$ cat src/hdl/rv_config.svh
`ifndef RV_CONFIG_SVH
`define RV_CONFIG_SVH

// Datapath width
`define RV_XLEN 32

// Instruction memory depth in words
`define RV_IMEM_WORDS 64

// Data memory depth in words
`define RV_DMEM_WORDS 64

// ADDI x0, x0, 0
`define RV_NOP 32'h0000_0013

`endif
$ cat src/hdl/rvPkg.sv
`include "rv_config.svh"

package rvPkg;

  // Major opcodes of the supported subset
  typedef enum logic [6:0] {
    OpcOp     = 7'b0110011,
    OpcOpImm  = 7'b0010011,
    OpcLoad   = 7'b0000011,
    OpcStore  = 7'b0100011,
    OpcBranch = 7'b1100011,
    OpcJal    = 7'b1101111
  } opcodeE;

  typedef enum logic [2:0] {
    AluAdd,
    AluSub,
    AluAnd,
    AluOr,
    AluXor,
    AluSlt
  } aluOpE;

  // Operand source for EX
  typedef enum logic [1:0] {
    FwdReg,
    FwdMem,
    FwdWb
  } fwdSelE;

  typedef enum logic [1:0] {
    WbAlu,
    WbMem,
    WbPc4
  } wbSelE;

  // All zero is a bubble
  typedef struct packed {
    aluOpE aluOp;
    logic  useImm;
    logic  memRead;
    logic  memWrite;
    logic  regWrite;
    wbSelE wbSel;
    logic  isBranch;
    logic  branchNe;
    logic  isJal;
  } ctrlT;

  typedef struct packed {
    logic [`RV_XLEN-1:0] pc;
    logic [31:0]         instr;
  } fetchT;

  typedef struct packed {
    logic [`RV_XLEN-1:0] pc;
    logic [`RV_XLEN-1:0] rs1Data;
    logic [`RV_XLEN-1:0] rs2Data;
    logic [`RV_XLEN-1:0] imm;
    logic [4:0]          rs1;
    logic [4:0]          rs2;
    logic [4:0]          rd;
  } exOperT;

  typedef struct packed {
    logic [`RV_XLEN-1:0] aluResult;
    logic [`RV_XLEN-1:0] storeData;
    logic [`RV_XLEN-1:0] pc;
    logic [4:0]          rd;
  } memReqT;

  typedef struct packed {
    logic [4:0]          rd;
    logic [`RV_XLEN-1:0] data;
  } retireT;

  typedef struct packed {
    logic [`RV_XLEN-1:0] addr;
    logic [`RV_XLEN-1:0] data;
  } storeT;

endpackage

$ cat src/hdl/regFile.sv
`timescale 1ns/1ps
`include "rv_config.svh"

module regFile (
  input  logic                clk,
  input  logic                rstN,
  input  logic [4:0]          rs1,
  input  logic [4:0]          rs2,
  input  rvPkg::retireT       retire,
  input  logic                retireValid,
  output logic [`RV_XLEN-1:0] rdata1,
  output logic [`RV_XLEN-1:0] rdata2
);

  // x0 is not stored
  logic [`RV_XLEN-1:0] regs [1:31];

  always_ff @(posedge clk) begin
    if (!rstN) begin
      for (int i = 1; i < 32; i++) begin
        regs[i] <= '0;
      end
    end else if (retireValid && retire.rd != 5'd0) begin
      regs[retire.rd] <= retire.data;
    end
  end

  // Same-cycle write shows up on the read side
  assign rdata1 = (rs1 == 5'd0) ? '0 :
                  (retireValid && retire.rd == rs1) ? retire.data : regs[rs1];
  assign rdata2 = (rs2 == 5'd0) ? '0 :
                  (retireValid && retire.rd == rs2) ? retire.data : regs[rs2];

endmodule

$ cat config.mk
export PLATFORM = sky130hd
export DESIGN_NAME = regFile
export DESIGN_NICKNAME = d
export VERILOG_FILES = /design/src/hdl/rvPkg.sv /design/src/hdl/regFile.sv
export VERILOG_INCLUDE_DIRS = /design/src /design/src/hdl
export SDC_FILE = /design/constraint.sdc
export NUM_CORES = 2
export LEC_CHECK = 0
export BUFFER_PORTS_ARGS = -buffer_cell sky130_fd_sc_hd__buf_2
export CAP_MARGIN = 15
export CORE_MARGIN = 2
export CORE_UTILIZATION = 52
export CTS_CLUSTER_DIAMETER = 80
export DETAILED_ROUTE_END_ITERATION = 16
export HOLD_SLACK_MARGIN = 0.15
export PLACE_DENSITY_LB_ADDON = 0.12
export SYNTH_ARGS = -nofsm -noshare
export SYNTH_HDL_FRONTEND = slang
export SYNTH_SLANG_ARGS = --single-unit
$ cat constraint.sdc
create_clock -name clk -period 12.4 [get_ports clk]
set_input_delay 2.48 -clock clk [delete_from_list [all_inputs] [get_ports clk]]
set_output_delay 2.48 -clock clk [all_outputs]
set_load 0.02 [all_outputs]
==> summary.md <==
| Metric | Value |
|---|---|
| Status | `finished clean` |
| Die area | `108,000 um2` |
| Fin crit period | `8.51 ns` |
| DRC violations left | `0` |
| Number of gates resized after CTS | `0` |
| Hold buffers post-CTS | `0` |
| Htree depth | `3` |
| Final Hold Fails | `0` |
| Total global-route track usage | `0.359` |
| Worst hold path class | `primary input to flip-flop` |
| CP Data Required Time | `9.92 ns` |
| Pin count of the biggest net entering global routing | `105` |
| Post-route insts no fill | `5,181` |
| Dpl ws | `3.74 ns` |
| Largest register FFs | `1,024` |
| Core area | `104,000 um2` |
| Die Span X | `328 um` |
| Top flop regs | `regs (1024)` |
| Setup crit start kind | `primary input` |
| PortBufs | `113` |
| EDFF count, synth | `1,024` |
| Placement Cell Area | `57,000 um2` |
| Final worst-path cycle share | `0.687` |
| Max_cap viols | `0` |
| Count leader, synth | `edfxtp_1` |
| Synth top area share | `0.562` |
| Dominant synthesized flop cell | `edfxtp_1` |
| Share of async-settable or async-resettable flops after synthesis | `0` |
| Filler Cells Inserted | `8,084` |
| I/O pins | `114` |
| CTS tree | `built` |
| Syn. warnings | `0` |
| Unique masters post-synth | `52` |
| Routed len/inst | `37.2 um` |
| Pre-Repair DR Iteration Count | `6` |
| Setup violations, final | `0` |
| Synth area leaders | `edfxtp_1, mux4_2, and2_1, mux2i_1, clkbuf_1` |
| Cell Pwr Density | `141 nW/um2` |
| Fmax | `117 MHz` |
| Pleak | `21.2 nW` |
| DP HPWL | `113 mm` |
| Placed Cells | `4,967` |
| Most flop-heavy register | `regs` |
| Final worst-path setup slack | `3.89 ns` |
| Gr ovfl total | `0` |
| Synth cell count leaders | `edfxtp_1, and2_1, mux4_2, clkbuf_1, mux2i_1` |
| Final nets | `3,751` |
| Hold Worst Slack | `2.28 ns` |
| Clock Tree Root | `clkbuf_16` |
| CTS buffer count | `112` |
| ANT nets after route | `0` |
| Hold Crit Depth | `1` |
| Vias | `36,300` |
| Post-CTS setup buffers | `0` |
| Synth Area per Inst | `14.6 um2` |
| GPL Wtd Cong | `0.956` |
| DRT iter0 DRCs | `5,166` |
| Crit path capture type | `output pin` |
| Die Ht | `328 um` |
| Initial Utilization | `0.526` |
| Peak supply drop | `0.120 mV` |
| Setup CP Type | `primary input to output pin` |
| # rows | `118` |
| Synth Instances | `3,742` |
| Fin area | `60,600 um2` |
| Via-per-instance ratio | `7.00` |
| Max-slew headroom | `0.140` |
| Total negative slack | `0 ns` |
| Initial antenna violation count | `21` |
| Global-route wire length before repair | `271 mm` |
| Register bit total from synthesis | `1,024` |
| Crit path max fanout | `44` |
| Layout cells sized above 1 | `0.231` |
| Final wirelength | `193 mm` |
| RSZ-0062 raised after global routing | `false` |
| Mapped Area | `54,700 um2` |
| Clk slew on worst S/H paths | `0.06 ns` |
| Clock sink count | `1,024` |
| Arr. time, crit path | `6.03 ns` |
| Tightest Pin Transition | `1.29 ns` |
| Sequential share of the synthesized area | `0.562` |
| Area grow syn2layout | `10.8%` |
| Number of global-route vias before repair | `36,300` |
| Area leader, netlist | `edfxtp_1` |
| Max clock buf depth | `3` |
| Final Slew Violations | `0` |
-- worst max-delay path, cell delays in order --
cell       delay, ns
buf_4           0.43
buf_4           0.67
nor2_4          0.31
buf_4           0.48
a2111oi_0       0.98
a21oi_1         0.10
a22o_1          0.32
buf_2           0.19
-- stage by stage --
stage | power (mW) | utilization
after floorplan | 4.80 | -
final | 8.53 | 0.583
after CTS | 8.52 | 0.583
after global placement | 5.20 | 0.547
after detailed placement | 5.23 | 0.548
after global routing | 8.72 | 0.583
-- final cells by class --
| cell class | count | area, um2 | share of cell area |
|---|---|---|---|
| clock buffers | 137 | 2920 | 0.0482 |
| flip-flops and latches | 1024 | 30700 | 0.508 |
| inverters | 2 | 7.51 | 0.000124 |
| multi-input cells | 2331 | 22900 | 0.377 |
| well taps | 1380 | 1730 | 0.0285 |
| clock inverters | 71 | 682 | 0.0113 |
| repair buffers | 230 | 1610 | 0.0266 |
| diodes | 6 | 15.0 | 0.000248 |
-- routing by layer --
layer / GRT usage / share of wire / up-vias
li1: - / - / 14400
met1: 0.461 / 0.36 / 18700
met2: 0.550 / 0.45 / 2492
met3: 0.0874 / 0.11 / 642
met4: 0.229 / 0.076 / 18
met5: 0 / 0.00056 / -
-- cells in the final DEF (no fill, tap or decap), drive strengths merged, types with 11 or more instances in the layout --
| cell type | netlist | layout |
|---|---|---|
| a22oi | 133 | 133 |
| mux2i | 281 | 281 |
| buf | 113 | 230 |
| a22o | 55 | 55 |
| o21ai | 40 | 40 |
| o22ai | 41 | 41 |
| a21oi | 78 | 78 |
| a221o | 13 | 13 |
| conb | 1 | 32 |
| o221ai | 42 | 42 |
| nand2 | 37 | 37 |
| a2111oi | 24 | 24 |
| bufinv | 0 | 12 |
| o221a | 18 | 18 |
| nor2 | 44 | 44 |
| and2 | 996 | 996 |
| clkbuf | 303 | 137 |
| edfxtp | 1024 | 1024 |
| clkinv | 0 | 50 |
| nand3 | 11 | 11 |
| mux4 | 388 | 388 |
-- cells by family (layout without fill, tap and decap cells) --
logic type,Yosys count,count (layout),synth area share
buf+inv,418,440,0.0324
simple gates,1115,1115,0.124
flops,1024,1024,0.562
compound gates,500,500,0.0674
mux,674,674,0.212
other cells,1,38,0.0000686
xor+xnor,10,10,0.00160
-- path summary, 6_finish.rpt --
| kind | start | slack, ns | endpoint |
|---|---|---|---|
| setup / recovery | rs2[2] | 3.89 | rdata2[22] |
| hold / removal | retire[22] | 2.28 | regs[0][22] |
-- where the power goes --
part	total [mW]	internal, mW	switching (mW)	leakage (nW)
registers	4.10	4.00	0.0983	9.75
clock network	3.34	1.92	1.42	1.75
logic	1.09	0.403	0.688	9.71
Power figures use the tool's default switching activity.
