### src/hdl/rv_config.svh
`ifndef RV_CONFIG_SVH
`define RV_CONFIG_SVH

// Datapath width
`define RV_XLEN 32

// Instruction memory depth in words
`define RV_IMEM_WORDS 64

// Data memory depth in words
`define RV_DMEM_WORDS 64

// ADDI x0, x0, 0
`define RV_NOP 32'h0000_0013

`endif
### src/hdl/rvPkg.sv
`include "rv_config.svh"

package rvPkg;

  // Major opcodes of the supported subset
  typedef enum logic [6:0] {
    OpcOp     = 7'b0110011,
    OpcOpImm  = 7'b0010011,
    OpcLoad   = 7'b0000011,
    OpcStore  = 7'b0100011,
    OpcBranch = 7'b1100011,
    OpcJal    = 7'b1101111
  } opcodeE;

  typedef enum logic [2:0] {
    AluAdd,
    AluSub,
    AluAnd,
    AluOr,
    AluXor,
    AluSlt
  } aluOpE;

  // Operand source for EX
  typedef enum logic [1:0] {
    FwdReg,
    FwdMem,
    FwdWb
  } fwdSelE;

  typedef enum logic [1:0] {
    WbAlu,
    WbMem,
    WbPc4
  } wbSelE;

  // All zero is a bubble
  typedef struct packed {
    aluOpE aluOp;
    logic  useImm;
    logic  memRead;
    logic  memWrite;
    logic  regWrite;
    wbSelE wbSel;
    logic  isBranch;
    logic  branchNe;
    logic  isJal;
  } ctrlT;

  typedef struct packed {
    logic [`RV_XLEN-1:0] pc;
    logic [31:0]         instr;
  } fetchT;

  typedef struct packed {
    logic [`RV_XLEN-1:0] pc;
    logic [`RV_XLEN-1:0] rs1Data;
    logic [`RV_XLEN-1:0] rs2Data;
    logic [`RV_XLEN-1:0] imm;
    logic [4:0]          rs1;
    logic [4:0]          rs2;
    logic [4:0]          rd;
  } exOperT;

  typedef struct packed {
    logic [`RV_XLEN-1:0] aluResult;
    logic [`RV_XLEN-1:0] storeData;
    logic [`RV_XLEN-1:0] pc;
    logic [4:0]          rd;
  } memReqT;

  typedef struct packed {
    logic [4:0]          rd;
    logic [`RV_XLEN-1:0] data;
  } retireT;

  typedef struct packed {
    logic [`RV_XLEN-1:0] addr;
    logic [`RV_XLEN-1:0] data;
  } storeT;

endpackage

### src/hdl/fetchUnit.sv
`timescale 1ns/1ps
`include "rv_config.svh"

module fetchUnit (
  input  logic                               clk,
  input  logic                               rstN,
  input  logic                               progWe,
  input  logic [$clog2(`RV_IMEM_WORDS)-1:0] progAddr,
  input  logic [31:0]                        progData,
  input  logic                               stall,
  input  logic                               redirect,
  input  logic [`RV_XLEN-1:0]                redirectPc,
  output rvPkg::fetchT                       fetchOut
);

  logic [31:0]                        imem [`RV_IMEM_WORDS];
  logic [`RV_XLEN-1:0]                pc;
  logic [$clog2(`RV_IMEM_WORDS)-1:0] fetchIdx;

  assign fetchIdx = pc[$clog2(`RV_IMEM_WORDS)+1:2];

  // Program load port, only open while the core is held in reset
  always_ff @(posedge clk) begin
    if (!rstN && progWe) begin
      imem[progAddr] <= progData;
    end
  end

  ////////////////////////////////////////////////////////////////////////////
  // Program counter
  ////////////////////////////////////////////////////////////////////////////

  always_ff @(posedge clk) begin
    if (!rstN) begin
      pc <= '0;
    end else if (redirect) begin
      pc <= redirectPc;
    end else if (!stall) begin
      pc <= pc + `RV_XLEN'd4;
    end
  end

  ////////////////////////////////////////////////////////////////////////////
  // IF/ID register
  ////////////////////////////////////////////////////////////////////////////

  always_ff @(posedge clk) begin
    if (!rstN || redirect) begin
      // Wrong-path slot becomes a NOP
      fetchOut.pc    <= '0;
      fetchOut.instr <= `RV_NOP;
    end else if (!stall) begin
      fetchOut.pc    <= pc;
      fetchOut.instr <= imem[fetchIdx];
    end
  end

endmodule

### config.mk
export PLATFORM = sky130hd
export DESIGN_NAME = fetchUnit
export DESIGN_NICKNAME = d
export VERILOG_FILES = /design/src/hdl/rvPkg.sv /design/src/hdl/fetchUnit.sv
export VERILOG_INCLUDE_DIRS = /design/src /design/src/hdl
export SDC_FILE = /design/constraint.sdc
export NUM_CORES = 2
export LEC_CHECK = 0
export BUFFER_PORTS_ARGS = -buffer_cell sky130_fd_sc_hd__buf_2
export CORE_ASPECT_RATIO = 1.2
export CORE_MARGIN = 4
export CORE_UTILIZATION = 55
export CTS_CLUSTER_DIAMETER = 80
export DETAILED_ROUTE_END_ITERATION = 8
export GPL_ROUTABILITY_DRIVEN = 0
export PLACE_DENSITY = 0.75
export SLEW_MARGIN = 10
export SYNTH_ARGS = -nofsm -noshare
export SYNTH_HDL_FRONTEND = slang
export SYNTH_SLANG_ARGS = --single-unit
export TNS_END_PERCENT = 1
### constraint.sdc
create_clock -name clk -period 3.3 [get_ports clk]
set_clock_uncertainty 0.05 [all_clocks]
set_input_delay 0.165 -clock clk [delete_from_list [all_inputs] [get_ports clk]]
set_output_delay 0.165 -clock clk [all_outputs]
set_load 0.01 [all_outputs]
==> implementation parameters <==
Parameter                              Value

Yosys
  Library cell occupying the most area in the post-synthesis netlist    sky130_fd_sc_hd__edfxtp_1
  Ys Warns    0
  Share of Yosys cell area claimed by the top area cell type    0.7467
  Count of unique library cells instantiated by Yosys    61
  Post-synth EDFFs    2,048
  Dominant synthesized flop cell    sky130_fd_sc_hd__edfxtp_1
  Synthesized area    82,360 um^2
  Largest cells by area after synthesis    sky130_fd_sc_hd__edfxtp_1 (75%), sky130_fd_sc_hd__mux4_2 (13%), sky130_fd_sc_hd__mux2i_1 (2.6%)
  Number of register bits inferred by synthesis    approximately 2,100
  Fraction of synthesis flops using an asynchronous set or reset pin    0
  Post-synthesis average cell area    ~21 um^2
  Sequential element share of the synthesized area    0.7701
  Nets in the synthesized netlist    3,967
  Cell count after synthesis    3,891

Worst setup path
  Data arrival time at the worst-slack endpoint    3.88 ns
  Register-to-register setup slack    0.04 ns
  Endpoint type of the worst setup path    register
  Highest net fanout along the worst path    14
  Critical Path Source Type    register
  Worst setup path category    reg2reg
  Endpoint required time on the critical path    3.91 ns

Pwr
  Static Leak    approximately 30 nW
  Power density over the cells    around 580 nW/um^2
  Pint    43.42 mW
  VDD IR-drop max    between 0.0004 and 0.0005 V
  Portion of total power attributed to combinational logic    0.062
  Sequential share of power    0.544
  Switching part of the total    0.2144
  Sw power    between 10 and 15 mW
  Clock network fraction of design power    0.394

Drt
  Detail-routed via count per cell    6.691
  Total wire length after detailed routing    223,600 um
  Number of optimization iterations in the first detailed-route pass    7
  Via count    around 44,000
  Initial DRC count    6,229
  Antenna violation net count after detailed routing    0
  DRC violation count after routing    0
  Average wire per standard cell    34.35 um

STA
  Share of the clock period used by the worst path    0.9885
  Crit path time final    3.262 ns
  Fmax    306.6 MHz
  Max Slew Vio Count    0
  Setup total negative slack    0 ns
  Setup repair after global routing missed its margin    yes
  Hold Violations, Final    0
  Setup-violating endpoint count in the final report    0
  Worst relative slew slack    0.1537
  Slew at the pin with the worst max-slew slack    1.270 ns

Floorplan
  Die height    431.9 um
  Area of the placeable core    148,700 um^2
  Full die area    156,000 um^2
  I/O Pins    139
  Horizontal die dimension    361.3 um
  Starting density of the core    0.5537
  Row count    155

GRT
  Grt total ovfl    0
  Global-route wire length before repair    319,800 um
  Combined global-route utilization of all metal layers    0.2887
  Vias in the first global route    44,013
  Antenna violations before repair    15
  Maximum number of pins on one net before global-route repair    65

Flow run
  Maxcap violations    0

Placement
  Placed wire-length estimate    123,200 um
  Count of input and output buffers    138

Final layout
  Filler cells    9,405
  Share of layout cells above drive strength 1    0.2797
  Area growth, synth to finish    15.46%
  Core Util, Final    0.6393
  Combined flip-flop and latch cell area    63,440 um^2
  Area of the multi-input gates    18,290 um^2
  Nets    4,455

Clock tree
  Source-to-sink clock delay at the later pin of the worst-skew pair    between 0.8 and 0.9 ns
  TritonCTS clock tree    built
  Reg clk slew, reported paths    ~0.060 ns
  Number of levels the H-tree was split into    4
  Clock root buffer master    sky130_fd_sc_hd__clkbuf_16
  Sink Count    around 2,100
  Buffer depth of the longest clock path    3
  Clock buffer count from CTS    195

Worst hold path
  Worst min-delay path category    in2reg

Run status
  Result of the run    finished clean
==> critical path: stages, from the launching register on <==
cell                        delay, ns
sky130_fd_sc_hd__dfxtp_4         0.42
sky130_fd_sc_hd__buf_4           0.23
sky130_fd_sc_hd__buf_12          0.18
sky130_fd_sc_hd__buf_4           0.33
sky130_fd_sc_hd__mux4_2          0.55
sky130_fd_sc_hd__mux2i_1         0.15
sky130_fd_sc_hd__o22ai_1         0.12
sky130_fd_sc_hd__a2111oi_1       0.90
sky130_fd_sc_hd__a21oi_1         0.15
==> power groups by stage <==
stage / Clock, mW / Sequential (mW) / Combinational [mW]
floorplan: 0 / 30.6 / 1.85
global placement: 0 / 30.7 / 3.17
detailed placement: 0 / 30.7 / 3.23
CTS: 22.0 / 30.1 / 3.37
global route: 23.2 / 30.1 / 3.58
finish: 21.8 / 30.1 / 3.40
==> layer usage <==
| layer | wire length, um | vias up | GRT usage |
|---|---|---|---|
| met5 | 47 | - | 0 |
| met4 | 12270 | 6 | 0.1334 |
| met3 | 25780 | 606 | 0.06625 |
| met2 | 109400 | 3040 | 0.4713 |
| met1 | 76160 | 22651 | 0.3746 |
| li1 | - | 17259 | - |
==> stage by stage <==
step	total power [mW]	instance area [um^2]	setup WS (ns)	instances	hold slack, ns
6_report	55.27	95090	0.03797	6511	0.04005
5_1_grt	56.82	95080	0.01008	6504	0.05982
4_1_cts	55.41	94970	0.01166	6495	0.009222
3_5_place_dp	33.90	87900	-0.2149	6038	0.3536
3_3_place_gp	33.82	87890	-0.4620	6037	0.3468
2_1_floorplan	32.43	82360	0.4837	3891	0.2139
==> final timing paths <==
kind / from / endpoint / depth (start not counted)
setup reg to reg: pc[2] / fetchOut[6] / 8
hold / removal: progData[27] / imem[11][27] / 1
setup / recovery: pc[2] / fetchOut[6] / 8
hold reg to reg: fetchOut[41] / fetchOut[41] / 2
==> state kept, by name (all words and copies together), names as in the netlist <==
signal	flops
fetchOut	64
pc	32
imem	2048
==> cell usage in the layout (no fill, tap or decap), drive strengths merged, types with 26 or more instances in the layout <==
cell         instances
a21oi               52
a221oi              26
a22oi               74
buf                415
clkbuf             258
clkinv              76
dfxtp               96
dlygate4sd3        100
edfxtp            2048
mux2                38
mux2i              216
mux4               466
nand2              114
nand3               39
nor2               120
o21ai               80
o22ai               31
==> kinds of logic after synthesis <==
logic type | after synthesis | share of synthesized area
flops | 2144 | 0.7701
buf+inv | 231 | 0.01424
mux | 720 | 0.1589
fa+ha+maj | 1 | 0.0001519
simple gates | 404 | 0.02388
compound gates | 370 | 0.03055
xor+xnor | 21 | 0.002233
==> synth_stat cells (12+ instances only) <==
| library cell | count |
|---|---|
| sky130_fd_sc_hd__a21oi_1 | 52 |
| sky130_fd_sc_hd__a221oi_1 | 26 |
| sky130_fd_sc_hd__a22o_1 | 12 |
| sky130_fd_sc_hd__a22oi_1 | 74 |
| sky130_fd_sc_hd__buf_1 | 13 |
| sky130_fd_sc_hd__buf_2 | 94 |
| sky130_fd_sc_hd__buf_4 | 38 |
| sky130_fd_sc_hd__clkbuf_1 | 74 |
| sky130_fd_sc_hd__dfxtp_1 | 96 |
| sky130_fd_sc_hd__edfxtp_1 | 2048 |
| sky130_fd_sc_hd__mux2_2 | 38 |
| sky130_fd_sc_hd__mux2i_1 | 216 |
| sky130_fd_sc_hd__mux4_2 | 466 |
| sky130_fd_sc_hd__nand2_1 | 114 |
| sky130_fd_sc_hd__nand2b_1 | 22 |
| sky130_fd_sc_hd__nand3_1 | 38 |
| sky130_fd_sc_hd__nor2_1 | 120 |
| sky130_fd_sc_hd__nor2b_1 | 22 |
| sky130_fd_sc_hd__nor4_1 | 12 |
| sky130_fd_sc_hd__o211ai_1 | 17 |
| sky130_fd_sc_hd__o21ai_0 | 80 |
| sky130_fd_sc_hd__o22ai_1 | 31 |
| sky130_fd_sc_hd__xnor2_1 | 12 |
==> area by class of cell <==
type / instances / share of cell area
Clock buffer: 258 / 0.05510
Antenna cell: 9 / 0.0002368
Inverter: 6 / 0.0002368
Clock inverter: 100 / 0.008881
Sequential cell: 2144 / 0.6671
Tap cell: 1962 / 0.02582
Timing Repair Buffer: 516 / 0.05034
Multi-Input combinational cell: 1516 / 0.1923
==> what timing repair did <==
item | in CTS | in global routing
resized for setup | 6 | 9
endpoints found under the hold margin | 100 | 128
pin swaps | 0 | 1
hold buffers | 99 | 2
endpoints found under the setup margin | 6 | 13
setup buffers | 0 | 5
No activity file was read; power rests on OpenSTA's default activity.
