$ cat src/hdl/rv_config.svh
`ifndef RV_CONFIG_SVH
`define RV_CONFIG_SVH

// Datapath width
`define RV_XLEN 32

// Instruction memory depth in words
`define RV_IMEM_WORDS 64

// Data memory depth in words
`define RV_DMEM_WORDS 64

// ADDI x0, x0, 0
`define RV_NOP 32'h0000_0013

`endif
$ cat src/hdl/rvPkg.sv
`include "rv_config.svh"

package rvPkg;

  // Major opcodes of the supported subset
  typedef enum logic [6:0] {
    OpcOp     = 7'b0110011,
    OpcOpImm  = 7'b0010011,
    OpcLoad   = 7'b0000011,
    OpcStore  = 7'b0100011,
    OpcBranch = 7'b1100011,
    OpcJal    = 7'b1101111
  } opcodeE;

  typedef enum logic [2:0] {
    AluAdd,
    AluSub,
    AluAnd,
    AluOr,
    AluXor,
    AluSlt
  } aluOpE;

  // Operand source for EX
  typedef enum logic [1:0] {
    FwdReg,
    FwdMem,
    FwdWb
  } fwdSelE;

  typedef enum logic [1:0] {
    WbAlu,
    WbMem,
    WbPc4
  } wbSelE;

  // All zero is a bubble
  typedef struct packed {
    aluOpE aluOp;
    logic  useImm;
    logic  memRead;
    logic  memWrite;
    logic  regWrite;
    wbSelE wbSel;
    logic  isBranch;
    logic  branchNe;
    logic  isJal;
  } ctrlT;

  typedef struct packed {
    logic [`RV_XLEN-1:0] pc;
    logic [31:0]         instr;
  } fetchT;

  typedef struct packed {
    logic [`RV_XLEN-1:0] pc;
    logic [`RV_XLEN-1:0] rs1Data;
    logic [`RV_XLEN-1:0] rs2Data;
    logic [`RV_XLEN-1:0] imm;
    logic [4:0]          rs1;
    logic [4:0]          rs2;
    logic [4:0]          rd;
  } exOperT;

  typedef struct packed {
    logic [`RV_XLEN-1:0] aluResult;
    logic [`RV_XLEN-1:0] storeData;
    logic [`RV_XLEN-1:0] pc;
    logic [4:0]          rd;
  } memReqT;

  typedef struct packed {
    logic [4:0]          rd;
    logic [`RV_XLEN-1:0] data;
  } retireT;

  typedef struct packed {
    logic [`RV_XLEN-1:0] addr;
    logic [`RV_XLEN-1:0] data;
  } storeT;

endpackage

$ cat src/hdl/pipeControl.sv
`timescale 1ns/1ps
`include "rv_config.svh"

module pipeControl (
  input  logic                clk,
  input  logic                rstN,
  input  rvPkg::fetchT        fetchOut,
  input  logic [`RV_XLEN-1:0] regData1,
  input  logic [`RV_XLEN-1:0] regData2,
  input  logic                redirect,
  output rvPkg::exOperT       exOper,
  output rvPkg::ctrlT         exCtrl,
  output rvPkg::ctrlT         memCtrl,
  output rvPkg::fwdSelE       fwdA,
  output rvPkg::fwdSelE       fwdB,
  output rvPkg::fwdSelE       fwdStore,
  output logic                stall,
  output logic                flush
);

  logic [31:0]         instr;
  rvPkg::ctrlT         idCtrl;
  rvPkg::ctrlT         wbCtrl;
  logic                idValid;
  logic                usesRs1;
  logic                usesRs2;
  logic [`RV_XLEN-1:0] idImm;
  logic [4:0]          idRs1;
  logic [4:0]          idRs2;
  logic [4:0]          memRd;
  logic [4:0]          wbRd;

  assign instr = fetchOut.instr;
  assign idRs1 = instr[19:15];
  assign idRs2 = instr[24:20];

  ////////////////////////////////////////////////////////////////////////////
  // Decode
  ////////////////////////////////////////////////////////////////////////////

  always_comb begin
    idCtrl  = '0;
    idValid = 1'b0;
    usesRs1 = 1'b0;
    usesRs2 = 1'b0;
    idImm   = {{20{instr[31]}}, instr[31:20]};
    case (rvPkg::opcodeE'(instr[6:0]))
      rvPkg::OpcOp: begin
        idCtrl.regWrite = 1'b1;
        usesRs1 = 1'b1;
        usesRs2 = 1'b1;
        idValid = 1'b1;
        case ({instr[31:25], instr[14:12]})
          {7'b0000000, 3'b000}: idCtrl.aluOp = rvPkg::AluAdd;
          {7'b0100000, 3'b000}: idCtrl.aluOp = rvPkg::AluSub;
          {7'b0000000, 3'b111}: idCtrl.aluOp = rvPkg::AluAnd;
          {7'b0000000, 3'b110}: idCtrl.aluOp = rvPkg::AluOr;
          {7'b0000000, 3'b100}: idCtrl.aluOp = rvPkg::AluXor;
          {7'b0000000, 3'b010}: idCtrl.aluOp = rvPkg::AluSlt;
          default:              idValid = 1'b0;
        endcase
      end
      rvPkg::OpcOpImm: begin
        // ADDI only
        idCtrl.useImm   = 1'b1;
        idCtrl.regWrite = 1'b1;
        usesRs1 = 1'b1;
        idValid = (instr[14:12] == 3'b000);
      end
      rvPkg::OpcLoad: begin
        idCtrl.useImm   = 1'b1;
        idCtrl.memRead  = 1'b1;
        idCtrl.regWrite = 1'b1;
        idCtrl.wbSel    = rvPkg::WbMem;
        usesRs1 = 1'b1;
        idValid = (instr[14:12] == 3'b010);
      end
      rvPkg::OpcStore: begin
        idCtrl.useImm   = 1'b1;
        idCtrl.memWrite = 1'b1;
        usesRs1 = 1'b1;
        usesRs2 = 1'b1;
        idImm   = {{20{instr[31]}}, instr[31:25], instr[11:7]};
        idValid = (instr[14:12] == 3'b010);
      end
      rvPkg::OpcBranch: begin
        idCtrl.isBranch = 1'b1;
        idCtrl.branchNe = instr[12];
        usesRs1 = 1'b1;
        usesRs2 = 1'b1;
        idImm   = {{19{instr[31]}}, instr[31], instr[7], instr[30:25], instr[11:8], 1'b0};
        idValid = (instr[14:13] == 2'b00);
      end
      rvPkg::OpcJal: begin
        idCtrl.isJal    = 1'b1;
        idCtrl.regWrite = 1'b1;
        idCtrl.wbSel    = rvPkg::WbPc4;
        idImm   = {{11{instr[31]}}, instr[31], instr[19:12], instr[20], instr[30:21], 1'b0};
        idValid = 1'b1;
      end
      default: idValid = 1'b0;
    endcase
  end

  // Load in EX feeding the instruction in ID
  assign stall = exCtrl.memRead && (exOper.rd != 5'd0) &&
                 ((usesRs1 && exOper.rd == idRs1) || (usesRs2 && exOper.rd == idRs2));
  assign flush = redirect;

  ////////////////////////////////////////////////////////////////////////////
  // ID/EX register and control pipe
  ////////////////////////////////////////////////////////////////////////////

  always_ff @(posedge clk) begin
    if (!rstN) begin
      exCtrl  <= '0;
      memCtrl <= '0;
      wbCtrl  <= '0;
    end else begin
      exCtrl  <= (flush || stall || !idValid) ? '0 : idCtrl;
      memCtrl <= exCtrl;
      wbCtrl  <= memCtrl;
    end
  end

  always_ff @(posedge clk) begin
    exOper.pc      <= fetchOut.pc;
    exOper.rs1Data <= regData1;
    exOper.rs2Data <= regData2;
    exOper.imm     <= idImm;
    exOper.rs1     <= idRs1;
    exOper.rs2     <= idRs2;
    exOper.rd      <= instr[11:7];
    memRd          <= exOper.rd;
    wbRd           <= memRd;
  end

  // MEM wins over WB; loads and JAL never forward from MEM
  function automatic rvPkg::fwdSelE fwdFor(input logic [4:0] rs);
    if (rs != 5'd0 && memCtrl.regWrite && memCtrl.wbSel == rvPkg::WbAlu && memRd == rs) begin
      return rvPkg::FwdMem;
    end
    if (rs != 5'd0 && wbCtrl.regWrite && wbRd == rs) begin
      return rvPkg::FwdWb;
    end
    return rvPkg::FwdReg;
  endfunction

  always_comb begin
    fwdA     = fwdFor(exOper.rs1);
    fwdB     = exCtrl.useImm ? rvPkg::FwdReg : fwdFor(exOper.rs2);
    fwdStore = exCtrl.memWrite ? fwdFor(exOper.rs2) : rvPkg::FwdReg;
  end

endmodule

$ cat config.mk
export PLATFORM = sky130hd
export DESIGN_NAME = pipeControl
export DESIGN_NICKNAME = d
export VERILOG_FILES = /design/src/hdl/rvPkg.sv /design/src/hdl/pipeControl.sv
export VERILOG_INCLUDE_DIRS = /design/src /design/src/hdl
export SDC_FILE = /design/constraint.sdc
export NUM_CORES = 1
export LEC_CHECK = 0
export ABC_AREA = 1
export BUFFER_PORTS_ARGS = -buffer_cell sky130_fd_sc_hd__buf_2
export CAP_MARGIN = 20
export CORE_ASPECT_RATIO = 0.8
export CORE_MARGIN = 4
export CORE_UTILIZATION = 41
export DETAILED_ROUTE_END_ITERATION = 16
export MAX_ROUTING_LAYER = met4
export PLACE_DENSITY = 0.77
export SETUP_SLACK_MARGIN = 0.02
export SLEW_MARGIN = 20
export SYNTH_ARGS = -nofsm -noshare
export SYNTH_HDL_FRONTEND = slang
export SYNTH_SLANG_ARGS = --single-unit
$ cat constraint.sdc
create_clock -name clk -period 1.7 [get_ports clk]
set_input_delay 0.34 -clock clk [delete_from_list [all_inputs] [get_ports clk]]
set_output_delay 0.34 -clock clk [all_outputs]
set_load 0.05 [all_outputs]
==> results of run 1 <==
## critical path: stages, from the launching register on
cell     delay, ns
dfxtp_4       0.35
nor2_4        0.10
inv_2         0.04
nor3_2        0.15
nand3_1       0.13
nor4_4        0.35
nor2_4        0.08
buf_6         0.16
## per-stage QoR
step	instances	hold slack (ns)	worst slack, ns	cell area (sq um)	TNS, ns
after global placement	896	0.377	-0.132	6510	-0.229
after global routing	935	0.00331	-0.503	7270	-2.93
after detailed placement	896	0.386	-0.160	6510	-0.362
after CTS	931	0.00694	-0.420	7180	-2.54
after floorplan	445	0.368	-0.421	4790	-0.671
final	935	0.0307	-0.401	7270	-2.25
## cell families (layout without fill, tap and decap cells)
family	Yosys count	in the layout	share of synthesized area (%)
AO/OA/AOI/OAI	26	26	3.37
other	0	2	0
AND/OR/NAND/NOR	159	159	14.9
XOR/XNOR	14	14	2.62
flip-flops	167	167	71.5
buffers and inverters	79	423	7.57
## sequential cells by signal (all words and copies together) (netlist names)
signal,cells
wbRd,5
exCtrl,12
exOper,132
memRd,5
memCtrl,12
wbCtrl,1
## worst paths after layout
path | to | slack [ns] | start | depth (start not counted)
worst max-delay path | fwdA[1] | -0.40 | memCtrl[3]$_SDFF_PN0_ | 7
worst min-delay path | exOper[65]$_DFF_P_ | 0.03 | regData2[18] | 1
worst max register to register | exCtrl[6]$_SDFF_PP0_ | 0.18 | exOper[3]$_DFF_P_ | 8
worst min register to register | wbRd[4]$_DFF_P_ | 0.40 | memRd[4]$_DFF_P_ | 0
## cell usage in the layout, fill, tap and decap left out, drive strengths merged, types with 5 or more instances in the layout
master / synthesis / layout
nand3: 12 / 12
xnor2: 5 / 5
o21ai: 18 / 18
inv: 62 / 68
nor2: 50 / 50
nor3: 7 / 7
nand4: 7 / 7
buf: 15 / 329
clkbuf: 2 / 18
clkinv: 0 / 5
nand2: 80 / 80
xor2: 9 / 9
dfxtp: 167 / 167
## what timing repair did
action / CTS / global route
resized for setup: 26 / 24
endpoints found under the setup margin: 7 / 19
gates cloned: 0 / 0
pin swaps: 13 / 13
setup buffers: 3 / 2
## power by group through the flow
stage / combinational, mW / sequential (mW) / clock, mW
after floorplan: 0.202 / 4.85 / 0
after global placement: 1.19 / 4.25 / 0
after detailed placement: 1.20 / 4.26 / 0
after CTS: 1.21 / 4.17 / 3.70
after global routing: 1.28 / 4.18 / 3.87
final: 1.22 / 4.17 / 3.63
## layout make-up
type / count / area (sq um)
sequential: 167 / 3400
clock inverter: 14 / 141
clock buffer: 18 / 429
fill: 895 / 3750
multi-input combinational: 199 / 1120
timing repair buffer: 329 / 1750
antenna: 2 / 5.00
inverter: 62 / 238
tap: 144 / 180
## metal layers
metal | track usage [%] | wire [microns]
met1 | 26.8 | 6050
met2 | 39.9 | 7830
met3 | 5.45 | 990
met4 | 7.43 | 264
met5 | - | 0
==> results.ini, run 1 <==
[outcome]
outcome=finished, violations left
violated_checks=negative setup slack

[sta]
max-slew-margin-rel_pct=64.0
layout_worst_path_cycle_share_pct=124
tightestPinTransition_ns=0.536
hold_viol=0
fmax_ghz=0.476
postLayoutSetupSlackWorst_ns=-0.401
slew_violations=0
grt_setup_unrepaired=true
setup-violations-final=7
fin_crit_ns=2.10
setup_clock_skew_after_layout_ns=0.00704

[clock_tree]
insertion_delay_ns=0.40
htreeDepth=4
count_of_hold_fix_buffers_inserted_at_cts=0
cts.root.buffer_cell=clkbuf_16
clk_path_buf_depth=2
clock_sink_count=167
cts_buffers=17
clk_transition_reported_paths_ns=0.07
cts_tree=done

[pwr]
vdd_drop_max_mv=0.828
power-per-cell-area_mw_per_mm2=1240
power_frac_seq_pct=46.2
power.switching_fraction_pct=29.7
net-switching-power_mw=2.68
cellLeakagePower_nw=3.80
combinationalPowerShare_pct=13.6
cell_internal_pwr_mw=6.34
share_clk_of_total_power_pct=40.2
finalPower_mw=9.02

[logic_synthesis]
post_synth_cell_types=28
synth-warning-count=0
netlist.area_leader.share_pct=71.5
yosysMostFrequentCell=dfxtp_1
yosys_register_bits=167
ranking_of_synthesized_cells_by_instance_count=dfxtp_1, nand2_1, inv_1
yosys-top-cells-area=dfxtp_1, nand2_1, inv_1
synth_nets=576
netlist_instances=445
synth_top_flop_cell=dfxtp_1
syn-mean-instance-area_sq_um=10.5
synth_top_area_cell=dfxtp_1
netlist_area_before_placement_sq_mm=0.00467
synth-edff-count=0
postSynth.asyncResetShare_pct=0
part_of_the_yosys_area_used_for_sequential_elements_pct=71.5

[hold_path]
hold_crit_path_type=input pin to flop

[detailed_routing]
drt-pass1-iter-count=4
detail_route.vias_per_cell=4.34
detailedRoute.firstIterationViolations=238
final_antenna_net_count=0
route.final.wire_length_microns=15100
detailroute.via_count=4062
drt-wirelength-per-cell_microns=16.2
drc=0

[floorplan]
floorplan_die_width_microns=127
floorplan.die.height_microns=104
floorplan.initialDensity_pct=42.4
design.die.area_sq_mm=0.0132
floorplan.core_area_sq_mm=0.0110
rows=34
ioPinCount=306

[global_routing]
antenna_found_initial=2
groute.usage.overall_pct=23.2
grt_first_pass_wirelength_microns=23200
first_global_vias=4169
grt_start_max_net_pins=18
grt_overflow=0

[finish]
final_layout_size_suffix_gt1_share_pct=55.1
num-nets-final=907
fin_util_pct=65.9
area_growth_pct=55.4

[critical_path]
critPathRequiredTime_ns=1.36
crit_path_start_kind=flop
crit_path_end_kind=output pin
worstSetupPathType=flop to output pin
worst-endpoint-arrival_ns=1.76
cp_max_fo=2

[placement]
portBuffers=305
hpwlAfterDp_microns=12300
routabilityCongestion=0.924

[flow_run]
drv_cap=0

Power figures use the tool's default switching activity.
==> run 2, diff against run 1 <==
- CORE_UTILIZATION: 41 -> 35
- PLACE_DENSITY: 0.77 -> 0.68
==> run 2 against run 1 <==
  * The run still ends with negative setup slack left
  * Worst setup slack worse by 0.048 ns
  * Sequential power about the same
  * Routed wire length is 2.0% lower
  * Critical path type unchanged
  * First-iteration DRC count down 30%
  * Largest cell class unchanged
  * Final area increased by 0.67%
  * Utilization down 9.5 points
==> results.ini, run 2 (synthesized netlist as in run 1, its figures left out) <==
[placement]
hpwlAfterDp_microns=12400  ; +0.79%
routabilityCongestion=0.882  ; -4.6%
numPlacedInstances=931  ; +3.9%
detailed_place.area_sq_mm=0.00660  ; +1.3%
portBuffers=305  ; unchanged

[global_routing]
groute.usage.overall_pct=19.2  ; -4.0 points
first_global_vias=3837  ; -8.0%
grt_first_pass_wirelength_microns=21500  ; -7.2%
antenna_found_initial=3  ; +1
grt_start_max_net_pins=18  ; unchanged
grt_overflow=0  ; unchanged

[detailed_routing]
detail_route.vias_per_cell=4.04  ; -7.0%
route.final.wire_length_microns=14800  ; -2.0%
drt-wirelength-per-cell_microns=15.3  ; -5.6%
detailedRoute.firstIterationViolations=166  ; -30%
drt-pass1-iter-count=4  ; unchanged
final_antenna_net_count=0  ; unchanged
detailroute.via_count=3920  ; -3.5%
drc=0  ; unchanged

[finish]
register_with_the_most_flip_flops=exOper
final_layout_size_suffix_gt1_share_pct=53.2  ; -2.0 points
largest_registers=exOper x132, exCtrl x12, memCtrl x12
fill_cells=1160  ; +30%
layout.cell_area.non_filler_sq_mm=0.00731  ; +0.67%
num-nets-final=910  ; +0.33%
layout_common_cells=buf_2, dfxtp_1, nand2_1, inv_1, nor2_1
final_common_cell=buf_2
fin_cells=970  ; +3.7%
area_growth_pct=56.5
largest_reg_flops=132  ; unchanged

[floorplan]
floorplan.core_area_sq_mm=0.0130  ; +18%
design.die.area_sq_mm=0.0153  ; +16%
ioPinCount=306  ; unchanged
floorplan_die_width_microns=137  ; +7.7%
floorplan.die.height_microns=111  ; +7.6%
floorplan.initialDensity_pct=36.1  ; -6.4 points
rows=37  ; +8.8%

[clock_tree]
insertion_delay_ns=0.40  ; about the same
clk_path_buf_depth=2  ; unchanged
cts_buffers=17  ; unchanged
cts_tree=done
count_of_hold_fix_buffers_inserted_at_cts=0  ; unchanged
clock_sink_count=167  ; unchanged
cts.root.buffer_cell=clkbuf_16
htreeDepth=4  ; unchanged
clk_transition_reported_paths_ns=0.07  ; about the same

[critical_path]
cp_num_cells=8  ; +1
rr_endpoint=exCtrl[6]$_SDFF_PP0_
critPathRequiredTime_ns=1.36  ; about the same
worst_path_largest_cell_delay_ns=0.35  ; about the same
cp_startpoint=memCtrl[4]$_SDFF_PN0_
worst-endpoint-arrival_ns=1.81  ; +0.05 ns
crit_path_start_kind=flop
crit_family=simple AND/OR/NAND/NOR gates
cp_max_fo=2  ; unchanged
r2r_start=exOper[2]$_DFF_P_
crit_path_end_kind=output pin
cp_slowest_cell=dfxtp_4
rrSetupSlack_ns=0.26  ; +0.08 ns
cp_cell_sequence=nor2_4 -> inv_2 -> nor3_2 -> nand3_1 -> nor4_4 -> buf_4 -> nor2_4 -> buf_8
crit_path_end=fwdA[1]
count_of_cells_along_the_worst_register_to_register_path=9  ; +1
worstSetupPathType=flop to output pin
crit_top_cell=nor2_4
timing.critical_path.buf_inv=3  ; +1

[sta]
grt_setup_unrepaired=true
tightestPinTransition_ns=0.399  ; -0.137 ns
hold-worst-slack_ns=0.0303  ; -0.000379 ns
slew_violations=0  ; unchanged
max-slew-margin-rel_pct=73.2  ; +9.2 points
fin_crit_ns=2.15  ; +0.0480 ns
setup_tns_ns=-2.28  ; -0.0267 ns
setup-violations-final=7  ; unchanged
fmax_ghz=0.465  ; -2.2%
hold_viol=0  ; unchanged
layout_worst_path_cycle_share_pct=126  ; +2.8 points
setup_clock_skew_after_layout_ns=0.00994  ; +0.00290 ns
postLayoutSetupSlackWorst_ns=-0.449  ; -0.0480 ns

[pwr]
finalPower_mw=8.97  ; -0.52%
combinationalPowerShare_pct=13.4  ; -0.2 points
share_clk_of_total_power_pct=40.2  ; about the same
net-switching-power_mw=2.64  ; -1.5%
cell_internal_pwr_mw=6.33  ; -0.12%
vdd_drop_max_mv=0.692  ; -16%
cellLeakagePower_nw=3.82  ; +0.56%
power-per-cell-area_mw_per_mm2=1230  ; -1.2%
power.switching_fraction_pct=29.4  ; -0.28 points
power_frac_seq_pct=46.4  ; +0.2 points

[outcome]
outcome=finished, violations left
violated_checks=negative setup slack

[hold_path]
hold_crit_path_type=input pin to flop

[flow_run]
drv_cap=0  ; unchanged

[run 2: changes by cell type in the layout (fill, tap and decap cells not counted), moves of 3 or more]
cell	previous run	this run
buf_6	6	3
nand2_2	13	4
buf_8	1	5
inv_1	48	51
nand2_1	67	76
o21ai_1	1	4
[run 2: worst min-delay path by stage]
stage / start / to / slack, ns / cells after the start
floorplan: fetchOut[19] / exOper[14]$_DFF_P_ / 0.37 / 0
global placement: memRd[4]$_DFF_P_ / wbRd[4]$_DFF_P_ / 0.38 / 0
detailed placement: memRd[1]$_DFF_P_ / wbRd[1]$_DFF_P_ / 0.39 / 0
CTS: regData1[30] / exOper[109]$_DFF_P_ / 0.02 / 1
global route: regData1[0] / exOper[79]$_DFF_P_ / 0.004 / 1
finish: regData1[1] / exOper[80]$_DFF_P_ / 0.03 / 1
[run 2: metrics by stage]
step,setup WS [ns],util [%]
CTS,-0.476,55.9
global route,-0.557,56.4
floorplan,-0.421,-
detailed placement,-0.141,50.9
global placement,-0.0757,50.9
finish,-0.449,56.4
[run 2: final cells by class]
| type | count | area [sq um] | share of cell area (%) |
|---|---|---|---|
| antenna | 3 | 7.51 | 0.103 |
| clock buffer | 18 | 429 | 5.87 |
| clock inverter | 14 | 141 | 1.93 |
| inverter | 62 | 235 | 3.22 |
| multi-input combinational | 199 | 1080 | 14.8 |
| sequential | 167 | 3390 | 46.4 |
| tap | 175 | 219 | 2.99 |
| timing repair buffer | 332 | 1810 | 24.7 |
[run 2: routing by layer]
layer / vias up / global-route usage (%) / wire [microns]
li1: 2031 / - / -
met4: 0 / 4.39 / 171
met1: 1722 / 23.9 / 6340
met3: 12 / 5.56 / 1180
met2: 155 / 31.0 / 7130
met5: - / - / 0
[run 2: power by group through the flow]
stage                     Combinational, mW  Clock [mW]  Sequential [mW]
final                                  1.20        3.60             4.17
after global routing                   1.26        3.88             4.18
after CTS                              1.20        3.71             4.16
after detailed placement               1.20           0             4.25
after global placement                 1.19           0             4.25
after floorplan                       0.202           0             4.85
[run 2: timing repair]
item,CTS,global route
gates resized for setup,23,13
buffers inserted,2,2
pin swaps,6,6
setup endpoints to repair,7,19
